==> src/pet_bus_pkg.sv <==
// Widths, PET memory map and the bus struct types shared by the whole bus
// Memory map assumes 32 KB base RAM below $8000 and a 4 KB video window
// ROM images live in external RAM and are protected by decode only
// Expansion banks exist only while EXP_ENABLE is set in the $FFF0 register
package pet_bus_pkg;

    localparam int CPU_ADDR_WIDTH = 16;
    localparam int RAM_ADDR_WIDTH = 17;     // 128 KB external SRAM
    localparam int DATA_WIDTH     = 8;

    // 64 system clocks per 1 MHz CPU cycle
    localparam int PHASE_COUNT     = 64;
    localparam int PHASE_WIDTH     = $clog2(PHASE_COUNT);
    localparam int PHASE_BE_START  = 32;    // CPU owns the bus from here to the end
    localparam int PHASE_CLK_START = 40;    // Phi2 high
    localparam int PHASE_STROBE    = 62;    // CPU data valid

    // PET memory map
    localparam logic [CPU_ADDR_WIDTH-1:0] VRAM_BASE     = 16'h8000;
    localparam logic [CPU_ADDR_WIDTH-1:0] VRAM_END      = 16'h8FFF;
    localparam logic [CPU_ADDR_WIDTH-1:0] ROM_BASE      = 16'h9000;
    localparam logic [CPU_ADDR_WIDTH-1:0] IO_BASE       = 16'hE800;
    localparam logic [CPU_ADDR_WIDTH-1:0] IO_END        = 16'hE8FF;
    localparam logic [CPU_ADDR_WIDTH-1:0] PIA1_BASE     = 16'hE810;
    localparam logic [CPU_ADDR_WIDTH-1:0] PIA2_BASE     = 16'hE820;
    localparam logic [CPU_ADDR_WIDTH-1:0] VIA_BASE      = 16'hE840;
    localparam logic [CPU_ADDR_WIDTH-1:0] EXP_CTRL_ADDR = 16'hFFF0;

    // Bit positions in the expansion control register
    localparam int EXP_WP_LOW   = 0;        // Write protect $8000-$BFFF bank
    localparam int EXP_WP_HIGH  = 1;        // Write protect $C000-$FFFF bank
    localparam int EXP_SEL_LOW  = 2;
    localparam int EXP_SEL_HIGH = 3;
    localparam int EXP_ENABLE   = 7;

    typedef struct packed {
        logic cpu_be;       // CPU owns address and data bus
        logic cpu_clock;    // Phi2
        logic data_strobe;  // One system clock pulse near end of phi2
    } bus_phase_t;

    typedef struct packed {
        logic ram_en;
        logic io_en;
        logic pia1_en;
        logic pia2_en;
        logic via_en;
        logic is_vram;
        logic is_readonly;
        logic a15;          // Decoded RAM A15
        logic a16;          // Decoded RAM A16, set for expansion banks
    } decode_t;

    typedef struct packed {
        logic [RAM_ADDR_WIDTH-1:0] addr;
        logic [DATA_WIDTH-1:0]     wdata;
        logic                      rd;
        logic                      wr;
    } dma_req_t;

    typedef struct packed {
        logic mask_a10;     // Keep A10 inside VRAM
        logic mask_a11;     // Keep A11 inside VRAM
        logic col_80;       // 80 column mode needs the full 2 KB
    } vram_cfg_t;

endpackage

==> src/address_decoder.sv <==
// PET memory map decode, combinational from the CPU address
// Only the $FFF0 expansion register holds state, written on the data strobe
// Register bits 4 to 6 are not stored
// The I/O page is never remapped into an expansion bank
`timescale 1ns/1ps

module address_decoder (
    input  logic                                   sys_clock_i,
    input  logic                                   sys_reset_ni,
    input  logic [pet_bus_pkg::CPU_ADDR_WIDTH-1:0] cpu_addr_i,
    input  logic [pet_bus_pkg::DATA_WIDTH-1:0]     cpu_data_i,
    input  logic                                   cpu_we_i,
    input  logic                                   data_strobe_i,
    output pet_bus_pkg::decode_t                   decode_o
);

    // Expansion control register
    logic exp_wp_low_q;
    logic exp_wp_high_q;
    logic exp_sel_low_q;
    logic exp_sel_high_q;
    logic exp_enable_q;
    logic exp_write;

    logic in_vram;
    logic in_rom;
    logic in_io;
    logic in_low_bank;
    logic in_high_bank;
    logic [11:0] io_window;     // Address bits 15:4

    assign exp_write = data_strobe_i && cpu_we_i
                       && (cpu_addr_i == pet_bus_pkg::EXP_CTRL_ADDR);

    always_ff @(posedge sys_clock_i or negedge sys_reset_ni) begin
        if (!sys_reset_ni) begin
            exp_wp_low_q   <= 1'b0;
            exp_wp_high_q  <= 1'b0;
            exp_sel_low_q  <= 1'b0;
            exp_sel_high_q <= 1'b0;
            exp_enable_q   <= 1'b0;
        end else if (exp_write) begin
            exp_wp_low_q   <= cpu_data_i[pet_bus_pkg::EXP_WP_LOW];
            exp_wp_high_q  <= cpu_data_i[pet_bus_pkg::EXP_WP_HIGH];
            exp_sel_low_q  <= cpu_data_i[pet_bus_pkg::EXP_SEL_LOW];
            exp_sel_high_q <= cpu_data_i[pet_bus_pkg::EXP_SEL_HIGH];
            exp_enable_q   <= cpu_data_i[pet_bus_pkg::EXP_ENABLE];
        end
    end

    // Region compares
    always_comb begin
        in_vram      = (cpu_addr_i >= pet_bus_pkg::VRAM_BASE)
                       && (cpu_addr_i <= pet_bus_pkg::VRAM_END);
        in_io        = (cpu_addr_i >= pet_bus_pkg::IO_BASE)
                       && (cpu_addr_i <= pet_bus_pkg::IO_END);
        in_rom       = (cpu_addr_i >= pet_bus_pkg::ROM_BASE) && !in_io;
        in_low_bank  = cpu_addr_i[15:14] == 2'b10;      // $8000-$BFFF
        in_high_bank = (cpu_addr_i[15:14] == 2'b11) && !in_io;
        io_window    = cpu_addr_i[15:4];
    end

    always_comb begin
        decode_o     = '0;
        decode_o.a15 = cpu_addr_i[15];

        if (in_io) begin
            // 16 byte windows inside the I/O page
            decode_o.io_en   = 1'b1;
            decode_o.pia1_en = io_window == pet_bus_pkg::PIA1_BASE[15:4];
            decode_o.pia2_en = io_window == pet_bus_pkg::PIA2_BASE[15:4];
            decode_o.via_en  = io_window == pet_bus_pkg::VIA_BASE[15:4];
        end else begin
            decode_o.ram_en      = 1'b1;    // RAM, VRAM and ROM images share the SRAM
            decode_o.is_vram     = in_vram;
            decode_o.is_readonly = in_rom;
        end

        // Expansion banks replace VRAM and ROM in the upper 32 KB
        if (exp_enable_q && in_low_bank) begin
            decode_o.ram_en      = 1'b1;
            decode_o.is_vram     = 1'b0;
            decode_o.is_readonly = exp_wp_low_q;
            decode_o.a15         = exp_sel_low_q;
            decode_o.a16         = 1'b1;
        end else if (exp_enable_q && in_high_bank) begin
            decode_o.ram_en      = 1'b1;
            decode_o.is_vram     = 1'b0;
            decode_o.is_readonly = exp_wp_high_q;
            decode_o.a15         = exp_sel_high_q;
            decode_o.a16         = 1'b1;
        end
    end

endmodule

==> src/bus_phase_sequencer.sv <==
// Free running CPU cycle sequencer, one count per system clock
// Phase levels are registered and so lag the counter state by one clock
// Counter restarts at state 0 after reset, the CPU window starts later
`timescale 1ns/1ps

module bus_phase_sequencer (
    input  logic                    sys_clock_i,
    input  logic                    sys_reset_ni,
    output pet_bus_pkg::bus_phase_t phase_o
);

    logic [pet_bus_pkg::PHASE_WIDTH-1:0] count_q;
    logic                                last_state;
    logic                                be_level;
    logic                                clk_level;
    logic                                strobe_level;

    assign last_state = int'(count_q) == pet_bus_pkg::PHASE_COUNT - 1;

    always_ff @(posedge sys_clock_i or negedge sys_reset_ni) begin
        if (!sys_reset_ni) begin
            count_q <= '0;
        end else if (last_state) begin
            count_q <= '0;
        end else begin
            count_q <= count_q + 1'b1;
        end
    end

    // Levels for the current state
    always_comb begin
        be_level     = int'(count_q) >= pet_bus_pkg::PHASE_BE_START;
        clk_level    = int'(count_q) >= pet_bus_pkg::PHASE_CLK_START;
        strobe_level = int'(count_q) == pet_bus_pkg::PHASE_STROBE;
    end

    always_ff @(posedge sys_clock_i or negedge sys_reset_ni) begin
        if (!sys_reset_ni) begin
            phase_o <= '0;      // CPU off the bus, phi2 low
        end else begin
            phase_o.cpu_be      <= be_level;
            phase_o.cpu_clock   <= clk_level;
            phase_o.data_strobe <= strobe_level;
        end
    end

endmodule

==> src/bus_steering.sv <==
// Bus steering between the CPU window and the DMA window, fully combinational
// DMA controls pass straight through while cpu_be is low
// A DMA requester must never assert rd and wr together
`timescale 1ns/1ps

module bus_steering (
    input  pet_bus_pkg::bus_phase_t                phase_i,
    input  pet_bus_pkg::decode_t                   decode_i,
    input  logic [pet_bus_pkg::CPU_ADDR_WIDTH-1:0] cpu_addr_i,
    input  logic                                   cpu_we_i,
    input  pet_bus_pkg::dma_req_t                  dma_i,
    input  pet_bus_pkg::vram_cfg_t                 vram_cfg_i,
    output logic                                   cpu_be_o,
    output logic                                   cpu_clock_o,
    output logic [pet_bus_pkg::CPU_ADDR_WIDTH-1:0] cpu_addr_o,
    output logic                                   cpu_addr_oe_o,
    output logic [pet_bus_pkg::DATA_WIDTH-1:0]     cpu_data_o,
    output logic                                   cpu_data_oe_o,
    output logic                                   ram_oe_o,
    output logic                                   ram_we_o,
    output logic                                   ram_addr_a10_o,
    output logic                                   ram_addr_a11_o,
    output logic                                   ram_addr_a15_o,
    output logic                                   ram_addr_a16_o,
    output logic                                   io_oe_o,
    output logic                                   pia1_cs_o,
    output logic                                   pia2_cs_o,
    output logic                                   via_cs_o
);

    logic cpu_owns;
    logic a10_mask;
    logic a11_mask;

    assign cpu_owns    = phase_i.cpu_be;
    assign cpu_be_o    = phase_i.cpu_be;
    assign cpu_clock_o = phase_i.cpu_clock;

    // Video RAM wrap masks
    assign a10_mask = !decode_i.is_vram || vram_cfg_i.mask_a10 || vram_cfg_i.col_80;
    assign a11_mask = !decode_i.is_vram || vram_cfg_i.mask_a11;

    // Chip selects only while the CPU owns the bus
    assign io_oe_o   = decode_i.io_en   && cpu_owns;
    assign pia1_cs_o = decode_i.pia1_en && cpu_owns;
    assign pia2_cs_o = decode_i.pia2_en && cpu_owns;
    assign via_cs_o  = decode_i.via_en  && cpu_owns;

    // DMA drives the address and data pins outside the CPU window
    assign cpu_addr_o    = dma_i.addr[pet_bus_pkg::CPU_ADDR_WIDTH-1:0];
    assign cpu_addr_oe_o = !cpu_owns;
    assign cpu_data_o    = dma_i.wdata;
    assign cpu_data_oe_o = !cpu_owns && dma_i.wr;

    always_comb begin
        if (cpu_owns) begin
            ram_oe_o       = decode_i.ram_en && !cpu_we_i;
            ram_we_o       = decode_i.ram_en && !decode_i.is_readonly
                             && cpu_we_i && phase_i.cpu_clock;     // Write only in phi2
            ram_addr_a10_o = cpu_addr_i[10] && a10_mask;
            ram_addr_a11_o = cpu_addr_i[11] && a11_mask;
            ram_addr_a15_o = decode_i.a15;
            ram_addr_a16_o = decode_i.a16;
        end else begin
            ram_oe_o       = dma_i.rd;
            ram_we_o       = dma_i.wr;
            ram_addr_a10_o = dma_i.addr[10];
            ram_addr_a11_o = dma_i.addr[11];
            ram_addr_a15_o = dma_i.addr[15];
            ram_addr_a16_o = dma_i.addr[16];
        end
    end

endmodule

==> src/pet_bus_top.sv <==
// CPU side system bus of the PET core, 64 MHz system clock
// One CPU cycle every 64 clocks, the first half is the DMA window
// Video RAM mask and 80 column mode are static inputs from outside
`timescale 1ns/1ps

module pet_bus_top (
    input  logic                                   sys_clock_i,
    input  logic                                   sys_reset_ni,
    input  logic [pet_bus_pkg::CPU_ADDR_WIDTH-1:0] cpu_addr_i,
    input  logic [pet_bus_pkg::DATA_WIDTH-1:0]     cpu_data_i,
    input  logic                                   cpu_we_i,
    input  pet_bus_pkg::dma_req_t                  dma_i,
    input  pet_bus_pkg::vram_cfg_t                 vram_cfg_i,
    output logic                                   cpu_be_o,
    output logic                                   cpu_clock_o,
    output logic [pet_bus_pkg::CPU_ADDR_WIDTH-1:0] cpu_addr_o,
    output logic                                   cpu_addr_oe_o,
    output logic [pet_bus_pkg::DATA_WIDTH-1:0]     cpu_data_o,
    output logic                                   cpu_data_oe_o,
    output logic                                   ram_oe_o,
    output logic                                   ram_we_o,
    output logic                                   ram_addr_a10_o,
    output logic                                   ram_addr_a11_o,
    output logic                                   ram_addr_a15_o,
    output logic                                   ram_addr_a16_o,
    output logic                                   io_oe_o,
    output logic                                   pia1_cs_o,
    output logic                                   pia2_cs_o,
    output logic                                   via_cs_o
);

    pet_bus_pkg::bus_phase_t phase;
    pet_bus_pkg::decode_t    decode;

    bus_phase_sequencer u_sequencer (
        .sys_clock_i (sys_clock_i),
        .sys_reset_ni(sys_reset_ni),
        .phase_o     (phase)
    );

    address_decoder u_decoder (
        .sys_clock_i  (sys_clock_i),
        .sys_reset_ni (sys_reset_ni),
        .cpu_addr_i   (cpu_addr_i),
        .cpu_data_i   (cpu_data_i),
        .cpu_we_i     (cpu_we_i),
        .data_strobe_i(phase.data_strobe),  // Expansion register write timing
        .decode_o     (decode)
    );

    bus_steering u_steering (
        .phase_i       (phase),
        .decode_i      (decode),
        .cpu_addr_i    (cpu_addr_i),
        .cpu_we_i      (cpu_we_i),
        .dma_i         (dma_i),
        .vram_cfg_i    (vram_cfg_i),
        .cpu_be_o      (cpu_be_o),
        .cpu_clock_o   (cpu_clock_o),
        .cpu_addr_o    (cpu_addr_o),
        .cpu_addr_oe_o (cpu_addr_oe_o),
        .cpu_data_o    (cpu_data_o),
        .cpu_data_oe_o (cpu_data_oe_o),
        .ram_oe_o      (ram_oe_o),
        .ram_we_o      (ram_we_o),
        .ram_addr_a10_o(ram_addr_a10_o),
        .ram_addr_a11_o(ram_addr_a11_o),
        .ram_addr_a15_o(ram_addr_a15_o),
        .ram_addr_a16_o(ram_addr_a16_o),
        .io_oe_o       (io_oe_o),
        .pia1_cs_o     (pia1_cs_o),
        .pia2_cs_o     (pia2_cs_o),
        .via_cs_o      (via_cs_o)
    );

endmodule

==> config.mk <==
export PLATFORM = sky130hd
export DESIGN_NAME = pet_bus_top
export DESIGN_NICKNAME = d
export VERILOG_FILES = /design/src/pet_bus_pkg.sv /design/src/address_decoder.sv /design/src/bus_phase_sequencer.sv /design/src/bus_steering.sv /design/src/pet_bus_top.sv
export SDC_FILE = /design/constraint.sdc
export NUM_CORES = 1
export LEC_CHECK = 0
export ABC_CLOCK_PERIOD_IN_PS = 4100
export BUFFER_PORTS_ARGS = -buffer_cell sky130_fd_sc_hd__buf_2
export CELL_PAD_IN_SITES_DETAIL_PLACEMENT = 1
export CELL_PAD_IN_SITES_GLOBAL_PLACEMENT = 1
export CORE_ASPECT_RATIO = 0.6
export CORE_MARGIN = 2
export CORE_UTILIZATION = 28
export CTS_CLUSTER_SIZE = 14
export DETAILED_ROUTE_END_ITERATION = 16
export PLACE_DENSITY_LB_ADDON = 0.1
export SLEW_MARGIN = 15
export SYNTH_ARGS = -nofsm -noshare
export SYNTH_HDL_FRONTEND = slang
export SYNTH_HIERARCHICAL = 1
export SYNTH_SLANG_ARGS = --single-unit
==> constraint.sdc <==
create_clock -name sys_clock_i -period 4.1 [get_ports sys_clock_i]
set_clock_uncertainty 0.2 [all_clocks]
set_input_delay 0.82 -clock sys_clock_i [delete_from_list [all_inputs] [get_ports sys_clock_i]]
set_output_delay 0.82 -clock sys_clock_i [all_outputs]
set_load 0.1 [all_outputs]
==> flow_results.org <==
** Timing
- Unrepaired setup endpoints after global routing :: no
- For this run, the top clock speed supported by timing is 277.5 MHz.
- In the finished design, the share of the clock period the worst path needs comes to 87.90%.
- For the final routed database, the setup TNS stands at 0 ns.
- The final hold violation count is 0.
- The worst path in the final design needs a cycle of 3.604 ns, including I/O delays and setup.
- For the pin with the worst max-slew slack, the measured transition is roughly 0.5 ns.
- The max-slew violation count was 0.
- Worst slew margin :: between 60% and 70%
- Number of endpoints failing setup at the final stage :: 0

** Floorplan
- Die area :: approximately 4500 µm²
- Row generation in the floorplan step produced 17 rows.
- Die Width :: 85.10 µm
- Measured along the y axis, the die boundary spans 52.66 µm.
- Once the floorplan was initialized, standard cells occupied between 20% and 30% of the core.
- The core region is 3722 µm².
- For this design the top-level I/O count stands at 95.

** GRT
- Entering global routing, the biggest net connects 15 pins.
- Global routing finished with a remaining overflow of 0.
- The via count of the first global-routing pass was 830.
- The initial antenna violation count is 0.
- The first global-routing pass estimated 4084 µm of wire.
- For this run, the total global-route usage over all layers was measured as about an eighth.

** Synth
- Cell count after synthesis :: ~120
- Yosys printed 6 warnings.
- The synthesized design contains 14 register bits.
- Sequential cell area fraction in the yosys report :: 31.71%
- Flip-flop cell with the highest count after synthesis :: dfrtp_1
- Post-synth cell types :: 45
- Fraction of synthesis flops using an asynchronous set or reset pin :: 100.0%
- Count of flip-flops with a built-in enable after synthesis :: 0
- The cell area that synthesis handed to floorplanning was 1105 µm².
- When the netlist entered floorplanning its net count stood at 175.
- Mean cell area of the mapped netlist :: about 9.6 µm²

** Cells and area
- Area growth syn-to-layout :: 11.10%
- Number of antenna cells inserted :: 0
- Across the whole layout, storage elements account for 350.3 µm².
- At the end of the flow the core is filled with cells to roughly 33%.
- Total area of multi-input combinational cells :: ~520 µm²
- Fraction of final layout cells with drive strength greater than 1 :: 48.18%
- The finished layout holds 184 standard cells, fillers aside.
- Fillcell total :: 445
- In the final design database the tool counted 199 nets.

** Routing
- For this run, design rule violations remaining after detail routing come to 0.
- In this run, the number of DRC markers left after iteration 0 of detailed routing was 20.
- Via-to-Cell Ratio :: between 4 and 5
- The routed layout has 886 vias.
- Initial DRT Pass Iterations :: 4
- Routed Antenna Nets :: 0
- Final wirelength :: 2621 µm
- Drt wl/cell :: 14.24 µm

** Flow run
- Reported max-cap violation count :: 0

** CTS
- The tree is rooted in a clkbuf_8.
- Count of instances resized after the clock tree is built :: 0
- The clock passes through at most 2 buffers.
- Number of sinks handled by clock tree synthesis :: 14
- After clock tree synthesis, the flow added hold-fix buffers numbering 0.
- TritonCTS created 3 clock buffers.
- After clock tree synthesis, the clock-pin slew on the worst setup and hold paths is roughly 0.050 ns.
- Clock latency of the later-clocked register in the worst-skew pair :: 0.24 ns
- H-tree Lvls :: 1
- CTS tree :: built
- Post-CTS Setup Inserts :: 0

** Worst setup path
- Cell occurring most often along the worst timing path :: buf_2
- Worst path slowest cell :: buf_2
- Cells on worst reg2reg path :: 4
- Data on the critical path is required at its endpoint by 3.08 ns.
- Setup slack of the most critical reg-to-reg path :: 2.57 ns
- The critical path goes through buf_2 > nor4_1 > nand2b_1 > o221ai_1 > a21boi_0 > nand4b_1 > o21bai_1 > buf_2.
- The startpoint identified for the worst register-to-register timing path is u_sequencer/phase_o[0].
- The critical path in this run is classified as in2out.
- Kind of cell adding the most delay to the critical path :: simple AND/OR/NAND/NOR gates
- CP Max Fanout :: 9
- Crit-path max cell delay :: 0.43 ns
- Startpoint type of the worst setup path :: input pin
- Counting both buffers and inverters, the worst setup path holds a total of 2.
- Worst EP arrival :: 2.58 ns
- In this run the critical register-to-register path is captured at u_decoder/exp_wp_low_q.
- Worst Setup End Kind :: output port

** Status
- The run finished with clean final reports.

** Power
- The clock network burns between 30% and 40% of the power.
- Worst vdd ir :: 94.01 µV
- Sequential share of power :: between 40% and 50%
- Combinational logic is responsible for 21.5% of the overall power.
- In this run switching power makes up ~30% of total power.
- Internal Dissipation :: between 0.0002 and 0.00025 W
- Total leakage power :: 0.6622 nW
- Power density of the placed cells :: 257.7 nW/µm²
- The analysis attributes to net switching a power of 0.00009413 W.

** Place
- Number of buffer cells added on primary ports :: 49
- Placer Congestion :: 0.7401
- The number of placed instances, taps included, is 181.
- HPWL after detailed placement :: 2189 µm

** Min path
- The path class of the tightest hold or removal check is in2async.
[logic make-up (layout without fill, tap and decap cells)]
group | Yosys count | count (layout) | share of synthesized area [%]
DFF | 14 | 14 | 31.71
AOI/OAI and AO/OA | 13 | 13 | 9.513
muxes | 7 | 7 | 7.814
xor gates and xnor gates | 2 | 2 | 1.586
buffers and inverters | 34 | 56 | 21.52
adders and majority gates | 3 | 3 | 3.398
and+or+nand+nor | 42 | 42 | 24.47
[worst max-delay path by stage]
| stage | startpoint | end | cells past startpoint |
|---|---|---|---|
| floorplan | cpu_addr_i[8] | ram_addr_a10_o | 6 |
| global placement | cpu_addr_i[8] | ram_we_o | 8 |
| detailed placement | cpu_addr_i[8] | ram_we_o | 8 |
| CTS | cpu_addr_i[8] | ram_we_o | 8 |
| global route | cpu_addr_i[8] | ram_we_o | 8 |
| finish | cpu_addr_i[8] | ram_we_o | 8 |
[cells in the mapped netlist, types with 3 or more instances]
| master | n | share of area [%] |
|---|---|---|
| buf_4 | 27 | 18 |
| inv_1 | 4 | 1.4 |
| and2_1 | 4 | 2.3 |
| ha_1 | 3 | 3.4 |
| nand4_1 | 3 | 1.7 |
| nand2_1 | 7 | 2.4 |
| mux2_2 | 5 | 5.1 |
| nor2_1 | 3 | 1.0 |
| dfrtp_1 | 14 | 32 |
| o2bb2ai_1 | 3 | 2.4 |
[power by group through the flow]
stage	logic (W)	clock network [W]	registers, W
2_1_floorplan	0.000140	0	0.000141
3_3_place_gp	0.0000679	0	0.000141
3_5_place_dp	0.0000683	0	0.000141
4_1_cts	0.0000685	0.000115	0.000138
5_1_grt	0.0000721	0.000120	0.000138
6_report	0.0000679	0.000110	0.000138
[metrics by stage]
stage | hold WS (ns) | worst slack (ns) | power [W] | cell area [µm²]
detailed placement | 0.2559 | 0.4889 | 0.0002090 | 1186
CTS | 0.2684 | 0.4910 | 0.0003221 | 1227
floorplan | 0.2654 | 0.03239 | 0.0002804 | 1105
global route | 0.2813 | 0.3487 | 0.0003308 | 1227
finish | 0.2603 | 0.4961 | 0.0003163 | 1227
global placement | 0.2544 | 0.5766 | 0.0002086 | 1186
[sequential cells by signal, summed over array words and instances, names as in the netlist]
register                  flops
u_decoder/exp_sel_high_q      1
u_decoder/exp_wp_high_q       1
u_sequencer/phase_o           3
u_decoder/exp_wp_low_q        1
u_decoder/exp_enable_q        1
u_decoder/exp_sel_low_q       1
u_sequencer/count_q           6
[cells in the final DEF (no fill, tap or decap), drive strengths merged, types with 3 or more instances in the layout]
cell,instances
mux2,7
nand3,3
inv,4
nor2,4
dfrtp,14
nor3,3
o2bb2ai,3
nand4,4
and2,4
buf,49
nand2,7
and3,3
ha,3
clkbuf,3
[routing by layer]
metal	global-route usage, %	part of all wire (%)	vias up
li1	-	-	417
met1	15.35	48	416
met2	19.27	42	42
met3	3.780	8.5	11
met4	4.233	1.5	0
met5	0	0	-
[area by class of cell]
class / instances / share of cell area (%)
Inverter: 4 / 1.223
Timing Repair Buffer: 49 / 19.98
Sequential cell: 14 / 28.54
Tap cell: 47 / 4.791
Clock buffer: 3 / 3.364
Multi-Input combinational cell: 67 / 42.10
Power figures use the tool's default switching activity.
